===== src/hw/buck_pkg.sv =====
// Buck converter definitions
package buck_pkg;

    //////////////////////////////////////////////////////////////////////
    // Phase count
    //////////////////////////////////////////////////////////////////////

    // Number of interleaved phases in the converter
    localparam int n_phases = 4;

    // Counter that walks over the phases during a write sequence
    typedef logic [$clog2(n_phases)-1:0] phase_index_t;

    // Highest phase index, where a per-phase write run ends
    localparam phase_index_t last_phase_index = phase_index_t'(n_phases - 1);

    //////////////////////////////////////////////////////////////////////
    // Setpoint
    //////////////////////////////////////////////////////////////////////

    // Period and duty shared by all phases
    typedef struct packed {
        logic [15:0] period;
        logic [15:0] duty;
    } setpoint_t;

    // One 16-bit word per phase
    // Duty adjustments travel in this type too and are read as signed
    typedef logic [n_phases-1:0][15:0] phase_word_array_t;

    //////////////////////////////////////////////////////////////////////
    // Sequencer states
    //////////////////////////////////////////////////////////////////////

    typedef enum logic [2:0] {
        idle,
        wait_configuration,
        write_phase_shift,
        write_period,
        write_duty,
        write_enable,
        wait_write_end
    } operating_state_t;

endpackage


===== src/hw/pwm_map_pkg.sv =====
// Modulator register map
package pwm_map_pkg;

    //////////////////////////////////////////////////////////////////////
    // Address layout
    //////////////////////////////////////////////////////////////////////

    // The control register sits at the very start of the space
    localparam logic [31:0] pwm_base_address = 32'h0000_0000;
    localparam logic [31:0] control_address = pwm_base_address;

    // Phase p owns the block at base + (p + 1) * stride
    localparam logic [31:0] phase_block_stride = 32'h0000_0100;

    // Byte offsets inside one phase block
    localparam logic [31:0] duty_offset = 32'h0000_0002;
    localparam logic [31:0] period_offset = 32'h0000_001C;
    localparam logic [31:0] phase_shift_offset = 32'h0000_0020;

    // Written to the control register to start the modulator
    localparam logic [15:0] modulator_on_word = 16'h0028;

    //////////////////////////////////////////////////////////////////////
    // Types
    //////////////////////////////////////////////////////////////////////

    // Result of decoding a write address
    typedef enum logic [2:0] {
        control,
        duty,
        period,
        phase_shift,
        unmapped
    } register_kind_t;

    // One register write on the bus
    typedef struct packed {
        logic [31:0] address;
        logic [15:0] data;
    } pwm_write_t;

    // Registers held for each phase
    typedef struct packed {
        logic [15:0] period;
        logic [15:0] phase_shift;
        logic [15:0] duty;
    } phase_regs_t;

    typedef phase_regs_t [buck_pkg::n_phases-1:0] pwm_phase_regs_t;

endpackage


===== src/hw/buck_control_top.sv =====
// Buck control top level
`timescale 1ns/10ps

module buck_control_top (
    input  logic                          clock,
    input  logic                          reset,
    input  logic                          start,
    input  logic                          stop,
    input  logic                          update,
    input  logic                          config_done,
    input  buck_pkg::setpoint_t           setpoint,
    input  buck_pkg::phase_word_array_t   duty_adjust,
    input  buck_pkg::phase_word_array_t   phase_shifts,
    output logic                          modulator_status,
    output logic                          busy,
    output logic                          modulator_on,
    output pwm_map_pkg::pwm_phase_regs_t  phase_regs
);

    buck_pkg::phase_word_array_t phase_duties;
    pwm_map_pkg::pwm_write_t     write;
    logic                        write_valid;
    logic                        write_ready;

    phase_duty_calc duty_calc (
        .clock        (clock),
        .reset        (reset),
        .setpoint     (setpoint),
        .duty_adjust  (duty_adjust),
        .phase_duties (phase_duties)
    );

    operating_sequencer sequencer (
        .clock            (clock),
        .reset            (reset),
        .start            (start),
        .stop             (stop),
        .update           (update),
        .config_done      (config_done),
        .setpoint         (setpoint),
        .phase_shifts     (phase_shifts),
        .phase_duties     (phase_duties),
        .write            (write),
        .write_valid      (write_valid),
        .write_ready      (write_ready),
        .modulator_status (modulator_status),
        .busy             (busy)
    );

    pwm_register_bank register_bank (
        .clock        (clock),
        .reset        (reset),
        .write        (write),
        .write_valid  (write_valid),
        .write_ready  (write_ready),
        .phase_regs   (phase_regs),
        .modulator_on (modulator_on)
    );

endmodule


===== src/hw/operating_sequencer.sv =====
// Operating write sequencer
`timescale 1ns/10ps

module operating_sequencer (
    input  logic                         clock,
    input  logic                         reset,
    input  logic                         start,
    input  logic                         stop,
    input  logic                         update,
    input  logic                         config_done,
    input  buck_pkg::setpoint_t          setpoint,
    input  buck_pkg::phase_word_array_t  phase_shifts,
    input  buck_pkg::phase_word_array_t  phase_duties,
    output pwm_map_pkg::pwm_write_t      write,
    output logic                         write_valid,
    input  logic                         write_ready,
    output logic                         modulator_status,
    output logic                         busy
);

    buck_pkg::operating_state_t state;
    buck_pkg::operating_state_t resume_state;
    buck_pkg::phase_index_t     phase_count;
    logic                       start_needed;
    logic                       stop_latched;
    logic                       stop_pending;
    logic                       transfer;
    logic                       last_phase;

    // Address of a register inside the block of the given phase
    function automatic logic [31:0] phase_address(
        input logic [31:0]            offset,
        input buck_pkg::phase_index_t index
    );
        logic [31:0] block_number;
        block_number = 32'(index) + 32'd1;
        return pwm_map_pkg::pwm_base_address
             + block_number * pwm_map_pkg::phase_block_stride + offset;
    endfunction

    assign transfer = write_valid && write_ready;
    assign last_phase = (phase_count == buck_pkg::last_phase_index);

    // A stop seen in idle is served at once, otherwise it waits in the latch
    assign stop_pending = stop || stop_latched;

    assign busy = (state != buck_pkg::idle);

    //////////////////////////////////////////////////////////////////////
    // Sequence FSM
    //////////////////////////////////////////////////////////////////////

    always_ff @(posedge clock) begin
        if (!reset) begin
            state <= buck_pkg::idle;
            resume_state <= buck_pkg::idle;
            phase_count <= '0;
            start_needed <= 1'b0;
            stop_latched <= 1'b0;
            modulator_status <= 1'b0;
            write_valid <= 1'b0;
        end else begin
            if (stop) begin
                stop_latched <= 1'b1;
            end

            case (state)
                buck_pkg::idle: begin
                    // Stop has priority, then start, then update
                    if (stop_pending) begin
                        write.address <= pwm_map_pkg::control_address;
                        write.data <= '0;
                        write_valid <= 1'b1;
                        modulator_status <= 1'b0;
                        stop_latched <= 1'b0;
                        resume_state <= buck_pkg::idle;
                        state <= buck_pkg::wait_write_end;
                    end else if (start) begin
                        start_needed <= 1'b1;
                        phase_count <= '0;
                        state <= buck_pkg::wait_configuration;
                    end else if (update && modulator_status) begin
                        start_needed <= 1'b0;
                        phase_count <= '0;
                        state <= buck_pkg::write_period;
                    end
                end

                buck_pkg::wait_configuration: begin
                    if (config_done) begin
                        state <= buck_pkg::write_phase_shift;
                    end
                end

                // Each write state loads one write, and the bus is always free here
                buck_pkg::write_phase_shift: begin
                    write.address <= phase_address(pwm_map_pkg::phase_shift_offset, phase_count);
                    write.data <= phase_shifts[phase_count];
                    write_valid <= 1'b1;
                    if (last_phase) begin
                        phase_count <= '0;
                        resume_state <= buck_pkg::write_period;
                    end else begin
                        phase_count <= phase_count + 1'b1;
                        resume_state <= buck_pkg::write_phase_shift;
                    end
                    state <= buck_pkg::wait_write_end;
                end

                buck_pkg::write_period: begin
                    write.address <= phase_address(pwm_map_pkg::period_offset, phase_count);
                    write.data <= setpoint.period;
                    write_valid <= 1'b1;
                    if (last_phase) begin
                        phase_count <= '0;
                        resume_state <= buck_pkg::write_duty;
                    end else begin
                        phase_count <= phase_count + 1'b1;
                        resume_state <= buck_pkg::write_period;
                    end
                    state <= buck_pkg::wait_write_end;
                end

                buck_pkg::write_duty: begin
                    write.address <= phase_address(pwm_map_pkg::duty_offset, phase_count);
                    write.data <= phase_duties[phase_count];
                    write_valid <= 1'b1;
                    if (last_phase) begin
                        phase_count <= '0;
                        // Only a start sequence ends with the enable write
                        if (start_needed) begin
                            resume_state <= buck_pkg::write_enable;
                        end else begin
                            resume_state <= buck_pkg::idle;
                        end
                    end else begin
                        phase_count <= phase_count + 1'b1;
                        resume_state <= buck_pkg::write_duty;
                    end
                    state <= buck_pkg::wait_write_end;
                end

                buck_pkg::write_enable: begin
                    write.address <= pwm_map_pkg::control_address;
                    write.data <= pwm_map_pkg::modulator_on_word;
                    write_valid <= 1'b1;
                    resume_state <= buck_pkg::idle;
                    state <= buck_pkg::wait_write_end;
                end

                buck_pkg::wait_write_end: begin
                    if (transfer) begin
                        write_valid <= 1'b0;
                        state <= resume_state;
                        // The enable write is the only one that returns to idle
                        // with start_needed still set
                        if (resume_state == buck_pkg::idle && start_needed) begin
                            modulator_status <= 1'b1;
                            start_needed <= 1'b0;
                        end
                    end
                end

                default: begin
                    state <= buck_pkg::idle;
                end
            endcase
        end
    end

endmodule


===== src/hw/phase_duty_calc.sv =====
// Per-phase duty calculator
`timescale 1ns/10ps

module phase_duty_calc (
    input  logic                         clock,
    input  logic                         reset,
    input  buck_pkg::setpoint_t          setpoint,
    input  buck_pkg::phase_word_array_t  duty_adjust,
    output buck_pkg::phase_word_array_t  phase_duties
);

    // Two extra bits hold both the carry out of 16 bits and the sign
    logic signed [17:0] duty_sum [buck_pkg::n_phases];
    buck_pkg::phase_word_array_t clamped_duties;

    //////////////////////////////////////////////////////////////////////
    // Signed sum and saturation
    //////////////////////////////////////////////////////////////////////

    always_comb begin
        for (int p = 0; p < buck_pkg::n_phases; p++) begin
            duty_sum[p] = $signed({2'b00, setpoint.duty})
                        + $signed({{2{duty_adjust[p][15]}}, duty_adjust[p]});

            if (duty_sum[p] < 0) begin
                clamped_duties[p] = 16'h0000;
            end else if (duty_sum[p] > $signed(18'h0FFFF)) begin
                clamped_duties[p] = 16'hFFFF;
            end else begin
                clamped_duties[p] = duty_sum[p][15:0];
            end
        end
    end

    //////////////////////////////////////////////////////////////////////
    // Output register
    //////////////////////////////////////////////////////////////////////

    // Duties follow the inputs one cycle later
    always_ff @(posedge clock) begin
        if (!reset) begin
            phase_duties <= '0;
        end else begin
            phase_duties <= clamped_duties;
        end
    end

endmodule


===== src/hw/pwm_register_bank.sv =====
// Modulator register bank
`timescale 1ns/10ps

module pwm_register_bank (
    input  logic                          clock,
    input  logic                          reset,
    input  pwm_map_pkg::pwm_write_t       write,
    input  logic                          write_valid,
    output logic                          write_ready,
    output pwm_map_pkg::pwm_phase_regs_t  phase_regs,
    output logic                          modulator_on
);

    pwm_map_pkg::register_kind_t kind;
    buck_pkg::phase_index_t      phase;
    logic [31:0]                 relative_address;
    logic [31:0]                 block_index;
    logic [31:0]                 block_offset;
    logic                        transfer;

    assign transfer = write_valid && write_ready;

    //////////////////////////////////////////////////////////////////////
    // Address decode
    //////////////////////////////////////////////////////////////////////

    // Block 0 holds the control register, blocks 1 to n_phases the phases
    always_comb begin
        relative_address = write.address - pwm_map_pkg::pwm_base_address;
        block_index = relative_address / pwm_map_pkg::phase_block_stride;
        block_offset = relative_address % pwm_map_pkg::phase_block_stride;
        phase = buck_pkg::phase_index_t'(block_index - 32'd1);
        kind = pwm_map_pkg::unmapped;

        if (block_index == 32'd0) begin
            if (block_offset == 32'd0) begin
                kind = pwm_map_pkg::control;
            end
        end else if (block_index <= 32'(buck_pkg::n_phases)) begin
            case (block_offset)
                pwm_map_pkg::duty_offset:        kind = pwm_map_pkg::duty;
                pwm_map_pkg::period_offset:      kind = pwm_map_pkg::period;
                pwm_map_pkg::phase_shift_offset: kind = pwm_map_pkg::phase_shift;
                default:                         kind = pwm_map_pkg::unmapped;
            endcase
        end
    end

    //////////////////////////////////////////////////////////////////////
    // Register storage
    //////////////////////////////////////////////////////////////////////

    always_ff @(posedge clock) begin
        if (!reset) begin
            phase_regs <= '0;
            modulator_on <= 1'b0;
            write_ready <= 1'b1;
        end else begin
            // One busy cycle follows every accepted write
            write_ready <= !transfer;

            if (transfer) begin
                case (kind)
                    pwm_map_pkg::control: begin
                        modulator_on <= (write.data == pwm_map_pkg::modulator_on_word);
                    end
                    pwm_map_pkg::duty: begin
                        phase_regs[phase].duty <= write.data;
                    end
                    pwm_map_pkg::period: begin
                        phase_regs[phase].period <= write.data;
                    end
                    pwm_map_pkg::phase_shift: begin
                        phase_regs[phase].phase_shift <= write.data;
                    end
                    // Unmapped addresses are accepted and the data is dropped
                    default: begin
                    end
                endcase
            end
        end
    end

endmodule


===== config.mk =====
export PLATFORM = sky130hd
export DESIGN_NAME = buck_control_top
export DESIGN_NICKNAME = d
export VERILOG_FILES = /design/src/hw/buck_pkg.sv /design/src/hw/pwm_map_pkg.sv /design/src/hw/buck_control_top.sv /design/src/hw/operating_sequencer.sv /design/src/hw/phase_duty_calc.sv /design/src/hw/pwm_register_bank.sv
export SDC_FILE = /design/constraint.sdc
export NUM_CORES = 1
export LEC_CHECK = 0
export BUFFER_PORTS_ARGS = -buffer_cell sky130_fd_sc_hd__buf_2
export CELL_PAD_IN_SITES_DETAIL_PLACEMENT = 1
export CELL_PAD_IN_SITES_GLOBAL_PLACEMENT = 2
export CORE_MARGIN = 3
export CORE_UTILIZATION = 30
export CTS_CLUSTER_SIZE = 24
export DETAILED_ROUTE_END_ITERATION = 16
export MAX_ROUTING_LAYER = met4
export PLACE_DENSITY_LB_ADDON = 0.1
export SYNTH_ARGS = -nofsm -noshare
export SYNTH_HDL_FRONTEND = slang
export SYNTH_HIERARCHICAL = 1
export SYNTH_SLANG_ARGS = --single-unit

===== constraint.sdc =====
create_clock -name clock -period 2.2 [get_ports clock]
set_input_delay 0.22 -clock clock [delete_from_list [all_inputs] [get_ports clock]]
set_output_delay 0.22 -clock clock [all_outputs]
set_load 0.05 [all_outputs]

# Word level (Yosys, flattened, before mapping)

Cells that the tools add are included.

$add $sub $neg: 10
Multipliers: 0
Div/mod/pow operators: 0
Order comparisons: 12
Equal/unequal tests: 21
Shift-type cells: 0
Muxes and demuxes: 57
Bitwise operators: 1
Reductions and logical operators: 32

Operators by type and width:

| cell                                                        | count |
|---|---|
| bitwise mux 192 bit                                         | 3 |
| case mux 192 bit (3 select lines)                           | 1 |
| demux 48 bit (select 2 bit)                                 | 3 |
| case mux 48 bit (5 select lines)                            | 1 |
| 2-to-1 mux 16 bit                                           | 7 |
| 2-to-1 mux 48 bit                                           | 2 |
| adder 17 x 16 -> 18 bit                                     | 4 |
| > comparator 18 x 17 -> 1 bit, second input constant        | 4 |
| less-than comparator 18 x 1 -> 1 bit, second input constant | 4 |
| binary-select mux 16 bit (select 2 bit)                     | 2 |
| logical NOT 32 bit                                          | 2 |
| 2-to-1 mux 3 bit                                            | 12 |
| adder 32 x 2 -> 32 bit, second input constant               | 1 |
| adder 32 x 5 -> 32 bit, second input constant               | 1 |
| adder 32 x 6 -> 32 bit, second input constant               | 1 |
| 2-to-1 mux 32 bit                                           | 1 |
| <= comparator 24 x 3 -> 1 bit, second input constant        | 1 |
| == test 16 x 6 -> 1 bit, second input constant              | 1 |
| case mux 3 bit (5 select lines)                             | 1 |
| 2-to-1 mux 1 bit                                            | 14 |
| == test 3 x 2 -> 1 bit, second input constant               | 4 |
| case mux 3 bit (4 select lines)                             | 1 |
| AND reduction 3 bit                                         | 4 |
| == test 3 bit, second input constant                        | 3 |
| other kinds (33)                                            | 55 |

Register bits: 318
Bits in latches: 0
RAM bits: 0
Bits in read-only memories: 0
Bits of input ports: 166
Output and inout port bits: 195
Word-level logic and storage cells: 160
Memories: 0

# Logic depth before layout (Yosys ltp)

Gate-level depths: netlist of the first run.

Word-level depth: 7
Gate-level depth with buffers: 11
Depth with buffers taken out: 10

# Cells and area by module

The synthesis of the first run kept the hierarchy.

By module, submodules not included:

| module              | instances | cells an instance | area each (µm²) | seq. area each (µm²) |
|---|---|---|---|---|
| pwm_register_bank   | 1         | 705               | 7488.4          | 3883.7 |
| phase_duty_calc     | 1         | 654               | 5511.5          | 1281.2 |
| operating_sequencer | 1         | 213               | 2611.3          | 900.9 |

# Least setup slack after synthesis of the first run

Ideal clock, no wire load.

Path type: register to register
From: register, netlist name sequencer/write[20]
To: register with a tool-made name
Setup time: 0.132 ns
Arrival time: 2.181 ns
Data required time: 2.068 ns
Setup slack: -0.113 ns
Stages on the path, launching flop included: 7
Path buffers: 2
Clock period less this slack: 2.313 ns
Cell sequence: edfxtp_1 buf_4 or4b_4 a2111oi_4 nand4_4 buf_6 mux2i_1

==> results of run 1 <==
worst max-delay path: cells and delay by family (launching register included):
| family | cells | cell delay, ns |
|---|---|---|
| and+or+nand+nor | 2 | 0.76 |
| DFF | 1 | 0.44 |
| buffers and inverters | 2 | 0.39 |
| AOI/OAI and AO/OA | 1 | 0.23 |
| muxes | 1 | 0.13 |
per-layer routing:
metal | track usage (%) | up-vias | share of wire [%] | wire length, um
met5 | - | - | 0 | 0
met4 | 4.80 | 0 | 2.0 | 1210
met3 | 3.00 | 62 | 4.6 | 2750
met2 | 37.3 | 306 | 49 | 29600
met1 | 27.5 | 6668 | 44 | 26700
li1 | - | 6719 | - | -
cells in the final DEF (no fill, tap or decap), drive strengths merged, types with 10 or more instances in the layout:
master       instances
mux2i              200
nand2b              12
conb                24
a31oi               13
mux4                32
clkbuf              52
edfxtp              22
dfxtp              270
dlygate4sd3         11
a21oi              119
and3                10
a21o                27
nand4               17
inv                 50
ha                  69
xor2                23
nand3               20
o21a                11
buf                598
nand2              259
xnor2               23
o21ai               36
nor3                18
a222oi              15
a211oi              19
or3                 13
nor2                51
cells by family (layout without fill, tap and decap cells):
kind of cell | count (synthesis) | count (layout)
AOI/OAI and AO/OA | 303 | 303
other | 1 | 25
muxes | 233 | 233
DFF | 292 | 292
and+or+nand+nor | 458 | 458
adders and majority gates | 73 | 73
buffers and inverters | 166 | 723
xor gates and xnor gates | 46 | 46
final cells by class:
type | count | share of cell area (%)
diodes | 1 | 0.0119
well taps | 672 | 4.00
clock inverters | 12 | 0.786
flip-flops and latches | 292 | 28.9
inverters | 50 | 0.893
clock buffers | 50 | 4.77
repair buffers | 611 | 19.1
multi-input cells | 1137 | 41.6
power by group through the flow:
| stage | Sequential, mW | Clock, mW | Combinational [mW] |
|---|---|---|---|
| finish | 5.87 | 5.87 | 3.83 |
| global route | 5.90 | 6.28 | 4.18 |
| CTS | 5.88 | 6.04 | 3.85 |
| detailed placement | 6.00 | 0 | 3.81 |
| global placement | 6.00 | 0 | 3.77 |
| floorplan | 5.89 | 0 | 2.30 |
per-stage QoR:
stage	cell area [um^2]	hold slack [ns]	TNS (ns)	util (%)
after global routing	21000	0.0294	-0.125	41.4
after global placement	19600	0.441	-19.17	38.7
after CTS	20900	0.00216	0	41.2
after floorplan	15700	0.379	-2.10	-
after detailed placement	19600	0.450	-23.66	38.7
final	21000	0.0256	0	41.4
how the worst max path moves through the flow:
stage / start / end / slack, ns / cells past startpoint
final: sequencer/write[17] / flip-flop / 0.07 / 6
after global placement: setpoint[1] / duty_calc/phase_duties[30] / -0.38 / 10
after floorplan: sequencer/write[20] / flip-flop / -0.06 / 6
after detailed placement: setpoint[1] / duty_calc/phase_duties[31] / -0.52 / 10
after CTS: sequencer/write[17] / flip-flop / 0.02 / 5
after global routing: setpoint[1] / duty_calc/phase_duties[22] / -0.04 / 11
repair_timing:
| action | 4_1_cts | 5_1_grt |
|---|---|---|
| endpoints found under the hold margin | 11 | 0 |
| resized for setup | 0 | 8 |
| setup buffers | 0 | 5 |
| endpoints found under the setup margin | 0 | 64 |
| hold buffers | 11 | 0 |
==> flow_metrics.env, run 1 <==
export IMPL_cts_root_buf="clkbuf_16"
export IMPL_cts_sinks=292
export IMPL_area_growth_pct=34.6
export IMPL_r2r_slack_ns=0.07
export IMPL_synthSimpleGateAreaFrac_pct=15.0
export IMPL_final_hold_viol_count=0
export IMPL_setup_violations=0
export IMPL_timing_rr_start="sequencer/write[17]"
export IMPL_tightestPinTransition_ns=1.18
export IMPL_min_period_ns=2.13
export IMPL_power_frac_clock_pct=37.7
export IMPL_grt_pass1_wl_um=87900
export IMPL_setup_slack_ns=0.0653
export IMPL_die_area_mm2=0.0548
export IMPL_synth_compound_area_share_pct=13.8
export IMPL_nFillCells=5885
export IMPL_cp_start_kind="flip-flop"
export IMPL_synth_top_flop_cell="dfxtp_1"
export IMPL_seq_area_frac_synth_pct=38.9
export IMPL_yosysWarningCount=6
export IMPL_grt_pass1_vias=14150
export IMPL_synth_distinct_cells=104
export IMPL_core_rowCount=82
export IMPL_combinationalPowerShare_pct=24.6
export IMPL_pre_cts_ws_ns=-0.524
export IMPL_slew_viol_final=0
export IMPL_fin_crit_sh_pct=97.0
export IMPL_multi_input_area_mm2=0.00874
export IMPL_vias_per_cell=4.87
export IMPL_synth_fa_ha_area_share_pct=6.04
export IMPL_required_ns=2.57
export IMPL_cts_made_buffers=34
export IMPL_yosysTopAreaCell="dfxtp_1"
export IMPL_ir_drop_mv=0.473
export IMPL_synthTopCellsByCount="dfxtp_1, nand2_1, mux2i_1"
export IMPL_seqCellArea_mm2=0.00607
export IMPL_start_util_pct=30.7
export IMPL_fmax_mhz=468
export IMPL_cpMaxStageDelayCell="or4_4"
export IMPL_synth_most_common_cell="dfxtp_1"
export IMPL_power_frac_seq_pct=37.7
export IMPL_grt_remaining_overflow=0
export IMPL_h_tree_depth=2
export IMPL_synthCells=1572
export IMPL_maxCapViolCount=0
export IMPL_synth_top_family_by_area="multiplexers"
export IMPL_clk_latency_ns=0.54
export IMPL_stdcell_count=2825
export IMPL_antenna_left=0
export IMPL_grt_max_degree=88
export IMPL_synth_top_area_share_pct=34.6
export IMPL_final_nets=2365
export IMPL_syn_avg_cell_area_um2=9.93
export IMPL_p_leak_nw=10.7
export IMPL_synth_edf_count=22
export IMPL_cp_max_fo=8
export IMPL_netlist_area_mm2=0.0156
export IMPL_grt_total_usage_pct=21.9
export IMPL_crit_type="reg2reg"
export IMPL_cts_tree="yes"
export IMPL_synthXorXnorAreaFrac_pct=2.68
export IMPL_drive_gt1_share_pct=35.3
export IMPL_antenna_found_initial=2
export IMPL_hold_depth=3
export IMPL_netSwitchingFraction_pct=29.9
export IMPL_status="complete, no violations"
export IMPL_dp_hpwl_um=47900
export IMPL_cts_buffer_depth=3
export IMPL_netlist_top_cells_area="dfxtp_1, mux2i_1, nand2_1, ha_1, mux4_2"
export IMPL_ioPinCount=361
export IMPL_drt_total_wl_um=60200
export IMPL_drtPass1Iterations=6
export IMPL_dieHeight_um=234
export IMPL_wl_per_cell_um=21.3
export IMPL_core_area_mm2=0.0508
export IMPL_crit_path_end_kind="flip-flop"
export IMPL_async_flop_share_pct=0
export IMPL_synthMuxAreaShare_pct=17.6
export IMPL_reg2regPathDepth=6
export IMPL_p_per_area_mw_per_mm2=741
export IMPL_portBuffers=360
export IMPL_fin_skew_ns=0.0141
export IMPL_clk_pin_slew_worst_paths_ns=0.06
export IMPL_whs_endpoint="sequencer/write[7]"
export IMPL_synth_seq_cells=292
export IMPL_place_inst=2745
export IMPL_total_power_mw=15.6
export IMPL_first_iter_violations=670
export IMPL_gp_congestion=0.854
export IMPL_internal_power_mw=10.9
export IMPL_min_from="setpoint[23]"
export IMPL_rsz0062_at_grt="yes"
export IMPL_max_slew_margin_pct=21.2
export IMPL_worst_ep_arrival_time_ns=2.51
export IMPL_vias=13755
export IMPL_hp_class="in2reg"
export IMPL_crit_chain="or4_4 -> a211oi_2 -> buf_4 -> nand4_4 -> buf_12 -> mux2i_1"
export IMPL_switchingPower_mw=4.65
export IMPL_fp_dieW_um=234
export IMPL_drc=0
export IMPL_crit_path_max_incr_delay_ns=0.60
No activity file was read; power rests on OpenSTA's default activity.
==> run 2: changes to the inputs <==
Settings changed: CORE_MARGIN 3 to 2, CTS_CLUSTER_DIAMETER set to 120, REMOVE_ABC_BUFFERS set to 1.
==> flow_metrics.env, run 2 (synthesis results as in run 1) <==
export IMPL_p_per_area_mw_per_mm2=646
export IMPL_antenna_found_initial=4
export IMPL_portBuffers=360
export IMPL_fmax_mhz=472
export IMPL_drt_total_wl_um=58500
export IMPL_r2r_slack_ns=0.08
export IMPL_final_nets=2322
export IMPL_final_cell_mix="buf_2, dfxtp_1, nand2_1, buf_4, mux2i_1"
export IMPL_slew_viol_final=0
export IMPL_cts_made_buffers=16
export IMPL_grt_max_degree=147
export IMPL_hold_depth=3
export IMPL_gp_congestion=0.847
export IMPL_grt_pass1_vias=14075
export IMPL_crit_type="reg2reg"
export IMPL_status="complete, no violations"
export IMPL_critPathBufInv=1
export IMPL_min_period_ns=2.12
export IMPL_cts_buffer_depth=3
export IMPL_drtPass1Iterations=7
export IMPL_dpl_cell_area_mm2=0.0195
export IMPL_final_common_cell="buf_2"
export IMPL_die_area_mm2=0.0539
export IMPL_required_ns=2.57
export IMPL_fp_dieW_um=232
export IMPL_hp_class="in2reg"
export IMPL_p_leak_nw=10.2
export IMPL_fin_area_mm2=0.0201
export IMPL_vias=13513
export IMPL_crit_path_max_incr_delay_ns=0.61
export IMPL_core_rowCount=83
export IMPL_min_from="setpoint[20]"
export IMPL_drc=0
export IMPL_drive_gt1_share_pct=34.0
export IMPL_critPathTopFamily="simple AND/OR/NAND/NOR gates"
export IMPL_cts_sinks=292
export IMPL_first_iter_violations=577
export IMPL_cts_root_buf="clkbuf_16"
export IMPL_clk_latency_ns=0.52
export IMPL_dp_hpwl_um=47700
export IMPL_ir_drop_mv=0.371
export IMPL_cpMaxStageDelayCell="or4b_4"
export IMPL_place_inst=2738
export IMPL_cts_tree="yes"
export IMPL_fin_skew_ns=0.0264
export IMPL_cp_start_kind="flip-flop"
export IMPL_fin_util_pct=39.1
export IMPL_ioPinCount=361
export IMPL_setup_violations=0
export IMPL_reg2regPathDepth=5
export IMPL_worst_ep_arrival_time_ns=2.49
export IMPL_start_util_pct=30.4
export IMPL_grt_pass1_wl_um=86400
export IMPL_crit_chain="or4b_4 -> a211oi_2 -> nand4_4 -> buf_12 -> mux2i_1"
export IMPL_dieHeight_um=232
export IMPL_tightestPinTransition_ns=0.719
export IMPL_cp_max_fo=16
export IMPL_vias_per_cell=4.88
export IMPL_nFillCells=5975
export IMPL_crit_path_end_kind="flip-flop"
export IMPL_area_growth_pct=28.8
export IMPL_max_slew_margin_pct=52.0
export IMPL_grt_remaining_overflow=0
export IMPL_clk_pin_slew_worst_paths_ns=0.10
export IMPL_stdcell_count=2770
export IMPL_core_area_mm2=0.0514
export IMPL_timing_rr_start="sequencer/write[20]"
export IMPL_total_power_mw=13.0
export IMPL_maxCapViolCount=0
export IMPL_wl_per_cell_um=21.1
export IMPL_antenna_left=0
export IMPL_fin_crit_sh_pct=96.3
export IMPL_final_hold_viol_count=0
export IMPL_h_tree_depth=1
export IMPL_rsz0062_at_grt="yes"
export IMPL_grt_total_usage_pct=21.7
export IMPL_whs_ns=0.0275
export IMPL_whs_endpoint="sequencer/write[4]"
run 2: changes by cell type in the layout (fill, tap and decap cells not counted), moves of 2 or more:
cell and delta:
clkbuf_8 -6, buf_4 -17, clkinv_4 -2, dlygate4sd3_1 -7, bufinv_16 -3, clkinv_1 -2, clkbuf_16 -19, clkinv_2 -2
clkinv_8 -2, clkbuf_1 -4
run 2: how the worst max path moves through the flow:
stage / end / start / cells after the start / slack (ns)
6_report: flip-flop / sequencer/write[20] / 5 / 0.08
4_1_cts: flip-flop / sequencer/write[20] / 6 / 0.05
5_1_grt: flip-flop / sequencer/write[20] / 6 / -0.02
3_3_place_gp: duty_calc/phase_duties[51] / setpoint[10] / 10 / -0.40
3_5_place_dp: duty_calc/phase_duties[15] / setpoint[0] / 11 / -0.46
2_1_floorplan: sequencer/write[8] / sequencer/phase_count[0] / 3 / -0.57
run 2: what timing repair did:
item,4_1_cts,5_1_grt
buffers inserted,1,2
endpoints found under the hold margin,4,0
hold buffers,4,0
pin swaps,1,4
setup endpoints to repair,32,77
gates resized for setup,0,11
run 2: layout make-up:
class / instances / area, um^2 / area share (%)
Antenna cell: 2 / 5.00 / 0.0249
Multi-Input combinational cell: 1137 / 8740 / 43.5
Timing Repair Buffer: 586 / 3780 / 18.8
Sequential cell: 292 / 6070 / 30.2
Inverter: 50 / 188 / 0.933
Tap cell: 680 / 851 / 4.23
Clock buffer: 22 / 454 / 2.26
Clock inverter: 1 / 20.0 / 0.0995
run 2: worst register-to-register path: stages (launching register included):
cell	delay, ns
edfxtp_1	0.44
or4b_4	0.61
a211oi_2	0.43
nand4_4	0.15
buf_12	0.19
mux2i_1	0.15
run 2: report_power, final:
group          leakage [nW]  internal [mW]  switching [mW]
clock network         0.231           1.48            1.85
logic                  7.58           1.68            2.03
registers              2.41           5.68           0.267
total                  10.2           8.84            4.15
run 2: through the flow:
| stage | setup slack [ns] | setup TNS (ns) |
|---|---|---|
| after floorplan | -0.570 | -42.80 |
| after global placement | -0.400 | -19.81 |
| after detailed placement | -0.464 | -24.07 |
| after CTS | 0.0521 | 0 |
| after global routing | -0.0217 | -0.118 |
| final | 0.0817 | 0 |
run 2: metal layers:
metal	share of wire (%)	GRT usage (%)	vias to the layer above
li1	-	-	6599
met1	43	26.0	6589
met2	51	39.2	277
met3	3.7	2.04	48
met4	2.1	5.17	0
met5	0	-	-
